==> config.mk <==
export PLATFORM = sky130hd
export DESIGN_NAME = sdr_board_top
export DESIGN_NICKNAME = d
export VERILOG_FILES = /design/src/logic/board_pkg.sv /design/src/logic/igpo_decode.sv /design/src/logic/rx_iq_demux.sv /design/src/logic/tx_iq_mux.sv /design/src/logic/gpio_pin_mux.sv /design/src/logic/sdr_board_top.sv
export SDC_FILE = /design/constraint.sdc
export NUM_CORES = 1
export LEC_CHECK = 0
export ABC_AREA = 1
export ABC_CLOCK_PERIOD_IN_PS = 900
export BUFFER_PORTS_ARGS = -buffer_cell sky130_fd_sc_hd__buf_2
export CAP_MARGIN = 20
export CORE_AREA = 2 2 77 153
export CTS_BUF_LIST = sky130_fd_sc_hd__clkbuf_4 sky130_fd_sc_hd__clkbuf_8
export DETAILED_ROUTE_END_ITERATION = 6
export DIE_AREA = 0 0 79 155
export PLACE_DENSITY_LB_ADDON = 0.05
export REMOVE_ABC_BUFFERS = 1
export SETUP_SLACK_MARGIN = 0.02
export SYNTH_ARGS = -nofsm -noshare
export SYNTH_HDL_FRONTEND = slang
export SYNTH_SLANG_ARGS = --single-unit
==> constraint.sdc <==
create_clock -name igp_clk -period 0.9 [get_ports igp_clk]
set_input_delay 0.09 -clock igp_clk [delete_from_list [all_inputs] [get_ports igp_clk]]
set_output_delay 0.09 -clock igp_clk [all_outputs]
set_load 0.01 [all_outputs]
==> src/logic/board_pkg.sv <==
////////////////////////////////////////
// SDR board shared definitions
// Register indices, pin functions,
// widths and types for the board glue
////////////////////////////////////////
`default_nettype none

package board_pkg;

    ////////////////////////////////////////
    // Widths

    localparam int ADC_WIDTH   = 12;
    localparam int EGPIO_COUNT = 15;
    localparam int GPIO_COUNT  = 18;

    ////////////////////////////////////////
    // Types

    typedef logic [4:0]              igpo_idx_t;
    typedef logic [7:0]              igpo_byte_t;
    typedef logic [ADC_WIDTH-1:0]    adc_word_t;
    // {iqsel high word, iqsel low word}
    typedef logic [2*ADC_WIDTH-1:0]  iq_pair_t;
    // Q in 31:16, I in 15:0
    typedef logic [31:0]             dac_sample_t;
    typedef logic [EGPIO_COUNT-1:0]  egpio_vec_t;
    typedef logic [GPIO_COUNT-1:0]   gpio_vec_t;

    // TX serializer phase
    typedef enum logic {
        TX_PHASE_I = 1'b0,
        TX_PHASE_Q = 1'b1
    } tx_phase_t;

    ////////////////////////////////////////
    // Register bank byte indices

    localparam igpo_idx_t IGPO_LMS_RST     = 5'd0;
    localparam igpo_idx_t IGPO_RXMIX_EN    = 5'd1;
    localparam igpo_idx_t IGPO_TXSW        = 5'd2;
    localparam igpo_idx_t IGPO_RXSW        = 5'd3;
    localparam igpo_idx_t IGPO_BOOSTER     = 5'd7;
    localparam igpo_idx_t IGPO_LED         = 5'd8;
    // Bit 0 RX enable, bit 1 TX enable
    localparam igpo_idx_t IGPO_STREAM      = 5'd10;
    localparam igpo_idx_t IGPO_GPIO_ALT    = 5'd11;
    localparam igpo_idx_t IGPO_GPIO_OUT_LO = 5'd12;
    localparam igpo_idx_t IGPO_GPIO_OUT_HI = 5'd13;
    localparam igpo_idx_t IGPO_GPIO_OE_LO  = 5'd14;
    localparam igpo_idx_t IGPO_GPIO_OE_HI  = 5'd15;
    localparam igpo_idx_t IGPO_ENABLE_OSC  = 5'd17;

    ////////////////////////////////////////
    // Alternate function bit positions

    localparam int GPIO_FUNC_SDA     = 0;
    localparam int GPIO_FUNC_SCL     = 1;
    localparam int GPIO_FUNC_UART_TX = 3;
    localparam int GPIO_FUNC_UART_RX = 4;

endpackage

`default_nettype wire

==> src/logic/igpo_decode.sv <==
////////////////////////////////////////
// Host register bank
// Byte writes decoded into control pins,
// stream enables and GPIO registers
////////////////////////////////////////
`timescale 1ns/1ps
`default_nettype none

module igpo_decode (
    input  wire                    igp_clk,
    input  wire                    igp_rst,
    input  wire                    igpo_wr_i,
    input  board_pkg::igpo_idx_t   igpo_addr_i,
    input  board_pkg::igpo_byte_t  igpo_data_i,
    output logic                   lms_rst_n_o,
    output logic                   rxmix_en_o,
    output logic                   txsw_o,
    output logic                   rxsw_o,
    output logic                   dcen_o,
    output logic                   led_o,
    output logic                   enable_osc_o,
    output logic                   rx_enable_o,
    output logic                   tx_enable_o,
    output board_pkg::igpo_byte_t  gpio_alt_o,
    output board_pkg::egpio_vec_t  egpio_out_o,
    output board_pkg::egpio_vec_t  egpio_oe_o
);

    // Only the bits that drive something are kept
    always_ff @(posedge igp_clk) begin
        if (igp_rst) begin
            lms_rst_n_o  <= 1'b0;
            rxmix_en_o   <= 1'b0;
            txsw_o       <= 1'b0;
            rxsw_o       <= 1'b0;
            dcen_o       <= 1'b0;
            led_o        <= 1'b0;
            enable_osc_o <= 1'b0;
            rx_enable_o  <= 1'b0;
            tx_enable_o  <= 1'b0;
            gpio_alt_o   <= '0;
            egpio_out_o  <= '0;
            egpio_oe_o   <= '0;
        end else if (igpo_wr_i) begin
            case (igpo_addr_i)
                board_pkg::IGPO_LMS_RST:     lms_rst_n_o  <= igpo_data_i[0];
                board_pkg::IGPO_RXMIX_EN:    rxmix_en_o   <= igpo_data_i[0];
                board_pkg::IGPO_TXSW:        txsw_o       <= igpo_data_i[0];
                board_pkg::IGPO_RXSW:        rxsw_o       <= igpo_data_i[0];
                board_pkg::IGPO_BOOSTER:     dcen_o       <= igpo_data_i[0];
                board_pkg::IGPO_LED:         led_o        <= igpo_data_i[0];
                board_pkg::IGPO_ENABLE_OSC:  enable_osc_o <= igpo_data_i[0];
                board_pkg::IGPO_STREAM: begin
                    rx_enable_o <= igpo_data_i[0];
                    tx_enable_o <= igpo_data_i[1];
                end
                board_pkg::IGPO_GPIO_ALT:    gpio_alt_o   <= igpo_data_i;
                // GPIO words split over a low and a high byte
                board_pkg::IGPO_GPIO_OUT_LO: egpio_out_o[7:0]  <= igpo_data_i;
                board_pkg::IGPO_GPIO_OUT_HI: egpio_out_o[14:8] <= igpo_data_i[6:0];
                board_pkg::IGPO_GPIO_OE_LO:  egpio_oe_o[7:0]   <= igpo_data_i;
                board_pkg::IGPO_GPIO_OE_HI:  egpio_oe_o[14:8]  <= igpo_data_i[6:0];
                default: ;
            endcase
        end
    end

endmodule

`default_nettype wire

==> src/logic/rx_iq_demux.sv <==
////////////////////////////////////////
// RX I/Q demultiplexer
// Pairs interleaved converter words into
// 24-bit samples with a valid pulse
////////////////////////////////////////
`timescale 1ns/1ps
`default_nettype none

module rx_iq_demux (
    input  wire                   igp_clk,
    input  wire                   igp_rst,
    input  wire                   rx_enable_i,
    input  board_pkg::adc_word_t  rxd_data_i,
    input  wire                   rxd_iqsel_i,
    output board_pkg::iq_pair_t   rx_sample_o,
    output logic                  rx_valid_o
);

    board_pkg::iq_pair_t sample_q;

    // Each word lands in the half picked by iqsel
    always_ff @(posedge igp_clk) begin
        if (igp_rst) begin
            sample_q <= '0;
        end else if (rxd_iqsel_i) begin
            sample_q[2*board_pkg::ADC_WIDTH-1:board_pkg::ADC_WIDTH] <= rxd_data_i;
        end else begin
            sample_q[board_pkg::ADC_WIDTH-1:0] <= rxd_data_i;
        end
    end

    // Pair complete once the iqsel-high word is in
    always_ff @(posedge igp_clk) begin
        if (igp_rst || !rx_enable_i) begin
            rx_valid_o <= 1'b0;
        end else begin
            rx_valid_o <= rxd_iqsel_i;
        end
    end

    assign rx_sample_o = sample_q;

endmodule

`default_nettype wire

==> src/logic/tx_iq_mux.sv <==
////////////////////////////////////////
// TX I/Q serializer
// Sends the upper 12 bits of I then Q
// as interleaved converter words
////////////////////////////////////////
`timescale 1ns/1ps
`default_nettype none

module tx_iq_mux (
    input  wire                     igp_clk,
    input  wire                     igp_rst,
    input  wire                     tx_enable_i,
    input  board_pkg::dac_sample_t  tx_sample_i,
    input  wire                     tx_valid_i,
    output logic                    tx_ready_o,
    output board_pkg::adc_word_t    txd_data_o,
    output logic                    txd_iqsel_o
);

    board_pkg::tx_phase_t phase_q;
    board_pkg::adc_word_t data_q;

    ////////////////////////////////////////
    // Phase machine

    // Phase moves only while a sample is offered
    always_ff @(posedge igp_clk) begin
        if (igp_rst || !tx_enable_i) begin
            phase_q <= board_pkg::TX_PHASE_I;
            data_q  <= '0;
        end else if (tx_valid_i) begin
            case (phase_q)
                board_pkg::TX_PHASE_I: begin
                    // I word, upper 12 of 15:0
                    data_q  <= tx_sample_i[15:4];
                    phase_q <= board_pkg::TX_PHASE_Q;
                end
                default: begin
                    // Q word, upper 12 of 31:16
                    data_q  <= tx_sample_i[31:20];
                    phase_q <= board_pkg::TX_PHASE_I;
                end
            endcase
        end
    end

    ////////////////////////////////////////
    // Outputs

    // The I word goes out with iqsel high, so iqsel tracks the Q phase
    assign txd_iqsel_o = (phase_q == board_pkg::TX_PHASE_Q);
    assign txd_data_o  = data_q;

    // Source advances on the edge that sends Q
    assign tx_ready_o  = (phase_q == board_pkg::TX_PHASE_Q);

endmodule

`default_nettype wire

==> src/logic/gpio_pin_mux.sv <==
////////////////////////////////////////
// User pin multiplexer
// GPIO registers or alternate functions
// for I2C, UART and stream status LEDs
////////////////////////////////////////
`timescale 1ns/1ps
`default_nettype none

module gpio_pin_mux (
    input  board_pkg::igpo_byte_t  gpio_alt_i,
    input  board_pkg::egpio_vec_t  egpio_out_i,
    input  board_pkg::egpio_vec_t  egpio_oe_i,
    input  wire                    rx_enable_i,
    input  wire                    tx_enable_i,
    input  wire                    i2c_sda_oe_i,
    input  wire                    i2c_scl_oe_i,
    input  wire                    core_uart_txd_i,
    input  board_pkg::gpio_vec_t   user_gpio_in_i,
    input  wire                    uart_rxd_i,
    output board_pkg::gpio_vec_t   user_gpio_out_o,
    output board_pkg::gpio_vec_t   user_gpio_oe_o,
    output logic                   i2c_sda_in_o,
    output logic                   i2c_scl_in_o,
    output logic                   core_uart_rxd_o,
    output logic                   uart_txd_o
);

    logic alt_i2c;
    logic alt_uart_tx;
    logic alt_uart_rx;

    // I2C moves only when both pins are claimed
    assign alt_i2c     = gpio_alt_i[board_pkg::GPIO_FUNC_SDA] &&
                         gpio_alt_i[board_pkg::GPIO_FUNC_SCL];
    assign alt_uart_tx = gpio_alt_i[board_pkg::GPIO_FUNC_UART_TX];
    assign alt_uart_rx = gpio_alt_i[board_pkg::GPIO_FUNC_UART_RX];

    ////////////////////////////////////////
    // Pin drive

    always_comb begin
        // Pins 14:0 default to the GPIO registers, pin 15 stays off
        user_gpio_out_o        = '0;
        user_gpio_oe_o         = '0;
        user_gpio_out_o[14:0]  = egpio_out_i;
        user_gpio_oe_o[14:0]   = egpio_oe_i;

        if (alt_i2c) begin
            // I2C on pins 1:0, open drain
            user_gpio_out_o[1:0]   = 2'b00;
            user_gpio_oe_o[1:0]    = {i2c_scl_oe_i, i2c_sda_oe_i};
            // Stream LEDs are active low
            user_gpio_out_o[17:16] = {~tx_enable_i, ~rx_enable_i};
            user_gpio_oe_o[17:16]  = 2'b11;
        end else begin
            user_gpio_out_o[17:16] = 2'b00;
            user_gpio_oe_o[17:16]  = {i2c_scl_oe_i, i2c_sda_oe_i};
        end

        if (alt_uart_tx) begin
            user_gpio_out_o[board_pkg::GPIO_FUNC_UART_TX] = core_uart_txd_i;
            user_gpio_oe_o[board_pkg::GPIO_FUNC_UART_TX]  = 1'b1;
        end
    end

    ////////////////////////////////////////
    // Inputs back to the controllers

    assign i2c_sda_in_o    = alt_i2c ? user_gpio_in_i[board_pkg::GPIO_FUNC_SDA]
                                     : user_gpio_in_i[16];
    assign i2c_scl_in_o    = alt_i2c ? user_gpio_in_i[board_pkg::GPIO_FUNC_SCL]
                                     : user_gpio_in_i[17];

    assign core_uart_rxd_o = alt_uart_rx ? user_gpio_in_i[board_pkg::GPIO_FUNC_UART_RX]
                                         : uart_rxd_i;
    // Dedicated TX pin idles low while the UART sits on pin 3
    assign uart_txd_o      = alt_uart_tx ? 1'b0 : core_uart_txd_i;

endmodule

`default_nettype wire

==> src/logic/sdr_board_top.sv <==
////////////////////////////////////////
// SDR board glue top level
// Register bank, RX and TX sample
// interfaces and user pin mux
////////////////////////////////////////
`timescale 1ns/1ps
`default_nettype none

module sdr_board_top (
    input  wire                     igp_clk,
    input  wire                     igp_rst,

    // Host register writes
    input  wire                     igpo_wr_i,
    input  board_pkg::igpo_idx_t    igpo_addr_i,
    input  board_pkg::igpo_byte_t   igpo_data_i,

    // Front-end control
    output logic                    lms_rst_n_o,
    output logic                    rxmix_en_o,
    output logic                    txsw_o,
    output logic                    rxsw_o,
    output logic                    dcen_o,
    output logic                    led_o,
    output logic                    enable_osc_o,

    // RX converter side and samples
    input  board_pkg::adc_word_t    rxd_data_i,
    input  wire                     rxd_iqsel_i,
    output board_pkg::iq_pair_t     rx_sample_o,
    output logic                    rx_valid_o,

    // TX samples and converter side
    input  board_pkg::dac_sample_t  tx_sample_i,
    input  wire                     tx_valid_i,
    output logic                    tx_ready_o,
    output board_pkg::adc_word_t    txd_data_o,
    output logic                    txd_iqsel_o,

    // I2C and UART controller side
    input  wire                     i2c_sda_oe_i,
    input  wire                     i2c_scl_oe_i,
    output logic                    i2c_sda_in_o,
    output logic                    i2c_scl_in_o,
    input  wire                     core_uart_txd_i,
    output logic                    core_uart_rxd_o,
    input  wire                     uart_rxd_i,
    output logic                    uart_txd_o,

    // User pins
    input  board_pkg::gpio_vec_t    user_gpio_in_i,
    output board_pkg::gpio_vec_t    user_gpio_out_o,
    output board_pkg::gpio_vec_t    user_gpio_oe_o
);

    logic                  rx_enable;
    logic                  tx_enable;
    board_pkg::igpo_byte_t gpio_alt;
    board_pkg::egpio_vec_t egpio_out;
    board_pkg::egpio_vec_t egpio_oe;

    igpo_decode igpo_decode_i (
        .igp_clk      (igp_clk),
        .igp_rst      (igp_rst),
        .igpo_wr_i    (igpo_wr_i),
        .igpo_addr_i  (igpo_addr_i),
        .igpo_data_i  (igpo_data_i),
        .lms_rst_n_o  (lms_rst_n_o),
        .rxmix_en_o   (rxmix_en_o),
        .txsw_o       (txsw_o),
        .rxsw_o       (rxsw_o),
        .dcen_o       (dcen_o),
        .led_o        (led_o),
        .enable_osc_o (enable_osc_o),
        .rx_enable_o  (rx_enable),
        .tx_enable_o  (tx_enable),
        .gpio_alt_o   (gpio_alt),
        .egpio_out_o  (egpio_out),
        .egpio_oe_o   (egpio_oe)
    );

    rx_iq_demux rx_iq_demux_i (
        .igp_clk     (igp_clk),
        .igp_rst     (igp_rst),
        .rx_enable_i (rx_enable),
        .rxd_data_i  (rxd_data_i),
        .rxd_iqsel_i (rxd_iqsel_i),
        .rx_sample_o (rx_sample_o),
        .rx_valid_o  (rx_valid_o)
    );

    tx_iq_mux tx_iq_mux_i (
        .igp_clk     (igp_clk),
        .igp_rst     (igp_rst),
        .tx_enable_i (tx_enable),
        .tx_sample_i (tx_sample_i),
        .tx_valid_i  (tx_valid_i),
        .tx_ready_o  (tx_ready_o),
        .txd_data_o  (txd_data_o),
        .txd_iqsel_o (txd_iqsel_o)
    );

    // Stream enables also feed the status LEDs
    gpio_pin_mux gpio_pin_mux_i (
        .gpio_alt_i      (gpio_alt),
        .egpio_out_i     (egpio_out),
        .egpio_oe_i      (egpio_oe),
        .rx_enable_i     (rx_enable),
        .tx_enable_i     (tx_enable),
        .i2c_sda_oe_i    (i2c_sda_oe_i),
        .i2c_scl_oe_i    (i2c_scl_oe_i),
        .core_uart_txd_i (core_uart_txd_i),
        .user_gpio_in_i  (user_gpio_in_i),
        .uart_rxd_i      (uart_rxd_i),
        .user_gpio_out_o (user_gpio_out_o),
        .user_gpio_oe_o  (user_gpio_oe_o),
        .i2c_sda_in_o    (i2c_sda_in_o),
        .i2c_scl_in_o    (i2c_scl_in_o),
        .core_uart_rxd_o (core_uart_rxd_o),
        .uart_txd_o      (uart_txd_o)
    );

endmodule

`default_nettype wire

-- After elaboration in Yosys (flattened, before gate mapping)
Cells that the tools add are included.
- logic and storage cells: 64
- flip-flop bits (word level): 82
- equality and inequality tests: 12
- multiplexer cells: 12
- reductions and logical operators: 19
- bitwise gates (word level): 2
- operators by type and width (cell ; number):
    == test 5 x 4 -> 1 bit (second input constant) ; 7
    AND reduction 2 bit ; 13
    two-way mux 12 bit ; 1
    == test 5 x 2 -> 1 bit (second input constant) ; 2
    two-way mux 2 bit ; 4
    two-way mux 1 bit ; 7
    == test 5 x 1 -> 1 bit (second input constant) ; 1
    == test 5 x 3 -> 1 bit (second input constant) ; 1
    == test 5 bit (second input constant) ; 1
    logical NOT 5 bit ; 1
    logical NOT 1 bit ; 2
    logical OR 1 bit ; 2
    inverter 1 bit ; 2
    logical AND 1 bit ; 1

-- Longest topological paths before layout
- word-level depth: 2
- depth in mapped cells: 7

-- Hierarchy
From an unflattened synthesis, not the netlist that was laid out.
- cell total of the unflattened synthesis: 667
- area, all modules: 4221.5 sq um
- modules (own cells, without submodules) (module ; cells an instance ; instances ; sequential area each (sq um) ; area each (sq um)):
    igpo_decode ; 343 ; 1 ; 940.9 ; 2180.8
    rx_iq_demux ; 155 ; 1 ; 500.5 ; 1002.2
    tx_iq_mux ; 109 ; 1 ; 260.2 ; 698.2
    gpio_pin_mux ; 60 ; 1 ; 0.0 ; 340.3

-- Least setup slack after synthesis
OpenSTA, ideal clock, no wires.
- path type: register to register
- start: reg tx_iq_mux_i.phase_q, in the netlist tx_iq_mux_i.tx_ready_o
- end: reg tx_iq_mux_i.data_q[3], in the netlist tx_iq_mux_i.txd_data_o[3]
- cell stages (with the launch flop): 7
- slack: -0.137 ns
- clock period less this slack: 1.037 ns
- path buffers: 1
- required time: 0.784 ns
- arrival: 0.921 ns
- cell sequence: dfxtp_1 inv_1 buf_2 nand2_1 nand3_1 o211ai_1 inv_1
- longest elaborated chain between the ends: 1
- ends and longest elaborated chain (element ; line ; source):
    start, declared ; tx_iq_mux.sv:20 ; board_pkg::tx_phase_t phase_q;
    start signal, assigned ; tx_iq_mux.sv:29 ; phase_q <= board_pkg::TX_PHASE_I;
    start signal, assigned ; tx_iq_mux.sv:36 ; phase_q <= board_pkg::TX_PHASE_Q;
    start signal, assigned ; tx_iq_mux.sv:41 ; phase_q <= board_pkg::TX_PHASE_I;
    two-way mux 12 bit ; tx_iq_mux.sv:32 ; case (phase_q)
    end signal, assigned ; tx_iq_mux.sv:35 ; data_q <= tx_sample_i[15:4];
    end signal, assigned ; tx_iq_mux.sv:40 ; data_q <= tx_sample_i[31:20];
    end, declared ; tx_iq_mux.sv:21 ; board_pkg::adc_word_t data_q;
No other way between the ends.
A chain may end at the register's enable or synchronous reset.

-- Worst setup path after layout
- start: reg igpo_decode_i.gpio_alt_o[1]
- end: out user_gpio_oe_o[1]
- longest elaborated chain between the ends: 2
- ends and longest elaborated chain (element ; line ; source):
    start, declared ; igpo_decode.sv:24 ; output board_pkg::igpo_byte_t gpio_alt_o,
    start signal, assigned ; igpo_decode.sv:57 ; board_pkg::IGPO_GPIO_ALT: gpio_alt_o <= igpo_data_i;
    logical AND 1 bit ; gpio_pin_mux.sv:33 ; assign alt_i2c = gpio_alt_i[board_pkg::GPIO_FUNC_SDA] &&
    two-way mux 2 bit ; gpio_pin_mux.sv:48 ; if (alt_i2c) begin
    end, declared ; sdr_board_top.sv:53 ; output board_pkg::gpio_vec_t user_gpio_oe_o
No other way between the ends.

==> impl_results.md <==
- Status: finished with violations
- Failing checks: negative setup slack
- Chip Height: roughly 160 um
- Most common cell after layout, fill and taps aside: nor2_1
- PwrDens: ~1400 mW/mm^2
- R2r startpoint: tx_iq_mux_i.tx_ready_o$_SDFFE_PP0P_
- Synth top area cells: dfxtp_1 (43%), nor2_1 (12%), nand2_1 (11%), inv_1 (8.3%), nand3_1 (7.9%)
- Diode count: 0
- Core area: roughly 0.011 mm^2
- Final Wtd Congestion: 0.7418
- Crit path launch type: flop
- VDD IR max: roughly 0.00088 V
- Top-Level Pins: 170
- Syn Inst Count: 571
- GRT overflow: 0
- Kind of critical path: flop to output port
- Final ANT Viol Nets: 0
- Clock slew at reported path FFs: around 0.080 ns
- Area fraction of the dominant cell type after synthesis: between 40% and 50%
- Reg-to-Reg End: tx_iq_mux_i.txd_data_o[10]$_SDFFE_PP0P_
- P_leak: a little under 3 nW
- Root Driver: clkbuf_8
- DR iter-0 viols: about 120
- Unrepaired setup endpoints after global routing: true
- Port bufs: 146
- Max Root-Sink Buffers: 2
- Hold depth: 3
- Worst Path Arrival: around 1.1 ns
- Hold Crit Start: igpo_data_i[0]
- Total power: a little under 8 mW
- DR WL/cell: ~11 um
- Gr usage total: approximately 16%
- Yosys top cell by area: dfxtp_1
- Max Cap Viol: 0
- Critical path capture point type: output port
- Seq/Total Area, Yosys: between 40% and 50%
- DRC viols: 0
- Initial Util: between 30% and 40%
- CP Max Fanout: 5
- Data required time at the worst endpoint: about 0.8 ns
- Setup slack, reg-to-reg: -0.13 ns
- Mean Syn Cell Area: 6.650 um^2
- P&R area growth vs syn: 51.43%
- Final period util: 132.1%
- Vias per inst: approximately 4.3
- Mapped cell area: about 0.0038 mm^2
- Crit path max-delay family: flip-flops
- Number of synthesized register bits: 81
- Relative slew slack: about two thirds
- Die width: a little under 80 um
- Finished Layout Cells: ~880
- H-tree Lvls: 3
- Final hold violation count: 0
- Vias in the first global route: approximately 3400
- Least-Margin Pin Slew: ~0.5 ns
- Die area: around 0.012 mm^2
- # setup viols final: 29
- DR vias: 3758
- Total number of yosys warnings: 0
- Final #Nets: roughly 810
- Post-layout min period: approximately 1.2 ns
- Wire length after detailed routing: approximately 10000 um
- Sink Count: about 80
- Hold Path Sink: igpo_decode_i.rxsw_o$_SDFFE_PP0P_
- CP Cell Sequence: nand2_2 -> o21ai_1 -> buf_2
- Initial DRT Pass Iterations: 4
- Initial antenna violation count: 0
- Worst reg2reg path depth: 6
- Worst Skew: around 0.0062 ns
- FP Rows: 55
- CTS tree: yes
- Most frequent cells in the layout: nor2_1 (121), nand2_1 (104), inv_1 (80), buf_2 (75), buf_6 (72)
- Post-route worst setup slack: -0.2888 ns
- Unique masters post-synth: 22
- Number of CTS-inserted buffers: 9
- DP Wirelength: 6884 um
- Worst hold path type: primary input to flop
- First-pass GRT wire length: between 15000 and 20000 um
- Crit-path slowest cell: dfxtp_4
- Number of cells after detailed placement: between 800 and 900
- Share of cells above drive strength 1: a little over two fifths
- Critical Path Max Stage Delay: ~0.4 ns
- Slew Viols, Final: 0
- Clk_lat worst skew: 0.36 ns
- Largest net degree at the start of global routing: 39
- Fmax: 841.2 MHz
- CP Buf/Inv Count: 1
-- per-layer routing --
metal	wire length, um	GRT usage, %	vias up
li1	-	-	2016
met1	4555	20.45	1635
met2	4739	26.67	100
met4	140	5.665	0
met3	528	3.770	7
met5	0	0	-
-- synthesized netlist by cell type (all sizes together) --
cell / n
nor3: 2
xnor2: 1
nand2: 118
nor2: 128
a21oi: 1
nand3: 60
clkbuf: 8
conb: 1
inv: 87
or2: 1
dfxtp: 81
o211ai: 12
clkinv: 2
o21ai: 27
buf: 42
-- tightest hold or removal path, delay by kind of cell --
kind	cells	cell delay, ns
AND/OR/NAND/NOR	2	0.13
buffers and inverters	1	0.12
-- cell type report --
type,instances,area [um^2]
repair buffers,194,1629
clock inverters,6,92.59
repair inverters,1,7.507
clock buffers,10,131.4
well taps,142,177.7
flip-flops and latches,81,1722
multi-input cells,353,1647
inverters,89,344.1
fillers,1151,5398
-- cells by family (layout without fill, tap and decap cells) --
logic type | Yosys count | after routing | synth area share, %
xor+xnor | 1 | 1 | 0.2307
compound gates | 40 | 40 | 6.063
flops | 81 | 81 | 42.70
other cells | 1 | 2 | 0.09875
buf+inv | 139 | 300 | 16.87
simple gates | 309 | 310 | 34.04
-- how the worst max path moves through the flow --
stage | slack, ns | startpoint | to | cells past startpoint
after floorplan | -0.41 | igp_rst | rx_iq_demux_i.rx_sample_o[0]$_SDFFE_PP0N_ | 3
after global placement | -0.16 | igpo_decode_i.gpio_alt_o[1]$_SDFFE_PP0P_ | user_gpio_out_o[0] | 4
after detailed placement | -0.16 | igpo_decode_i.gpio_alt_o[1]$_SDFFE_PP0P_ | i2c_sda_in_o | 5
after CTS | -0.31 | igpo_decode_i.gpio_alt_o[0]$_SDFFE_PP0P_ | i2c_sda_in_o | 5
after global routing | -0.36 | igpo_decode_i.gpio_alt_o[0]$_SDFFE_PP0P_ | i2c_scl_in_o | 5
final | -0.29 | igpo_decode_i.gpio_alt_o[1]$_SDFFE_PP0P_ | user_gpio_oe_o[1] | 3
-- sequential cells by signal, summed over array words and instances, names as in the netlist --
signal and flops:
igpo_decode_i.egpio_oe_o 15, igpo_decode_i.rxsw_o 1, igpo_decode_i.rx_enable_o 1, igpo_decode_i.txsw_o 1
tx_iq_mux_i.txd_data_o 12, igpo_decode_i.enable_osc_o 1, igpo_decode_i.tx_enable_o 1, igpo_decode_i.lms_rst_n_o 1
igpo_decode_i.rxmix_en_o 1, rx_iq_demux_i.rx_sample_o 24, igpo_decode_i.gpio_alt_o 4, igpo_decode_i.led_o 1
igpo_decode_i.egpio_out_o 15, igpo_decode_i.dcen_o 1, rx_iq_demux_i.rx_valid_o 1, tx_iq_mux_i.tx_ready_o 1
-- power by group --
part	total, mW	switching (mW)	internal [mW]
logic	1.07	0.542	0.529
registers	3.76	0.0701	3.69
clock network	2.97	1.37	1.60
-- per-stage QoR --
step	TNS [ns]	worst slack [ns]	utilization, %	hold slack (ns)	instance area, um^2
6_report	-4.895	-0.2888	51.58	0.02562	5751
5_1_grt	-8.603	-0.3572	51.58	0.02708	5751
4_1_cts	-6.492	-0.3076	51.01	0.008576	5687
3_5_place_dp	-6.041	-0.1634	41.66	0.3248	4644
3_3_place_gp	-5.548	-0.1647	41.66	0.3178	4644
2_1_floorplan	-27.27	-0.4091	-	0.1666	3496
-- what timing repair did --
item,in CTS,in global routing
gates cloned,2,0
pin swaps,12,4
gates resized for setup,177,11
setup buffers,6,2
endpoints found under the hold margin,26,0
setup endpoints to repair,96,97
hold buffers,13,0
Power figures use the tool's default switching activity.
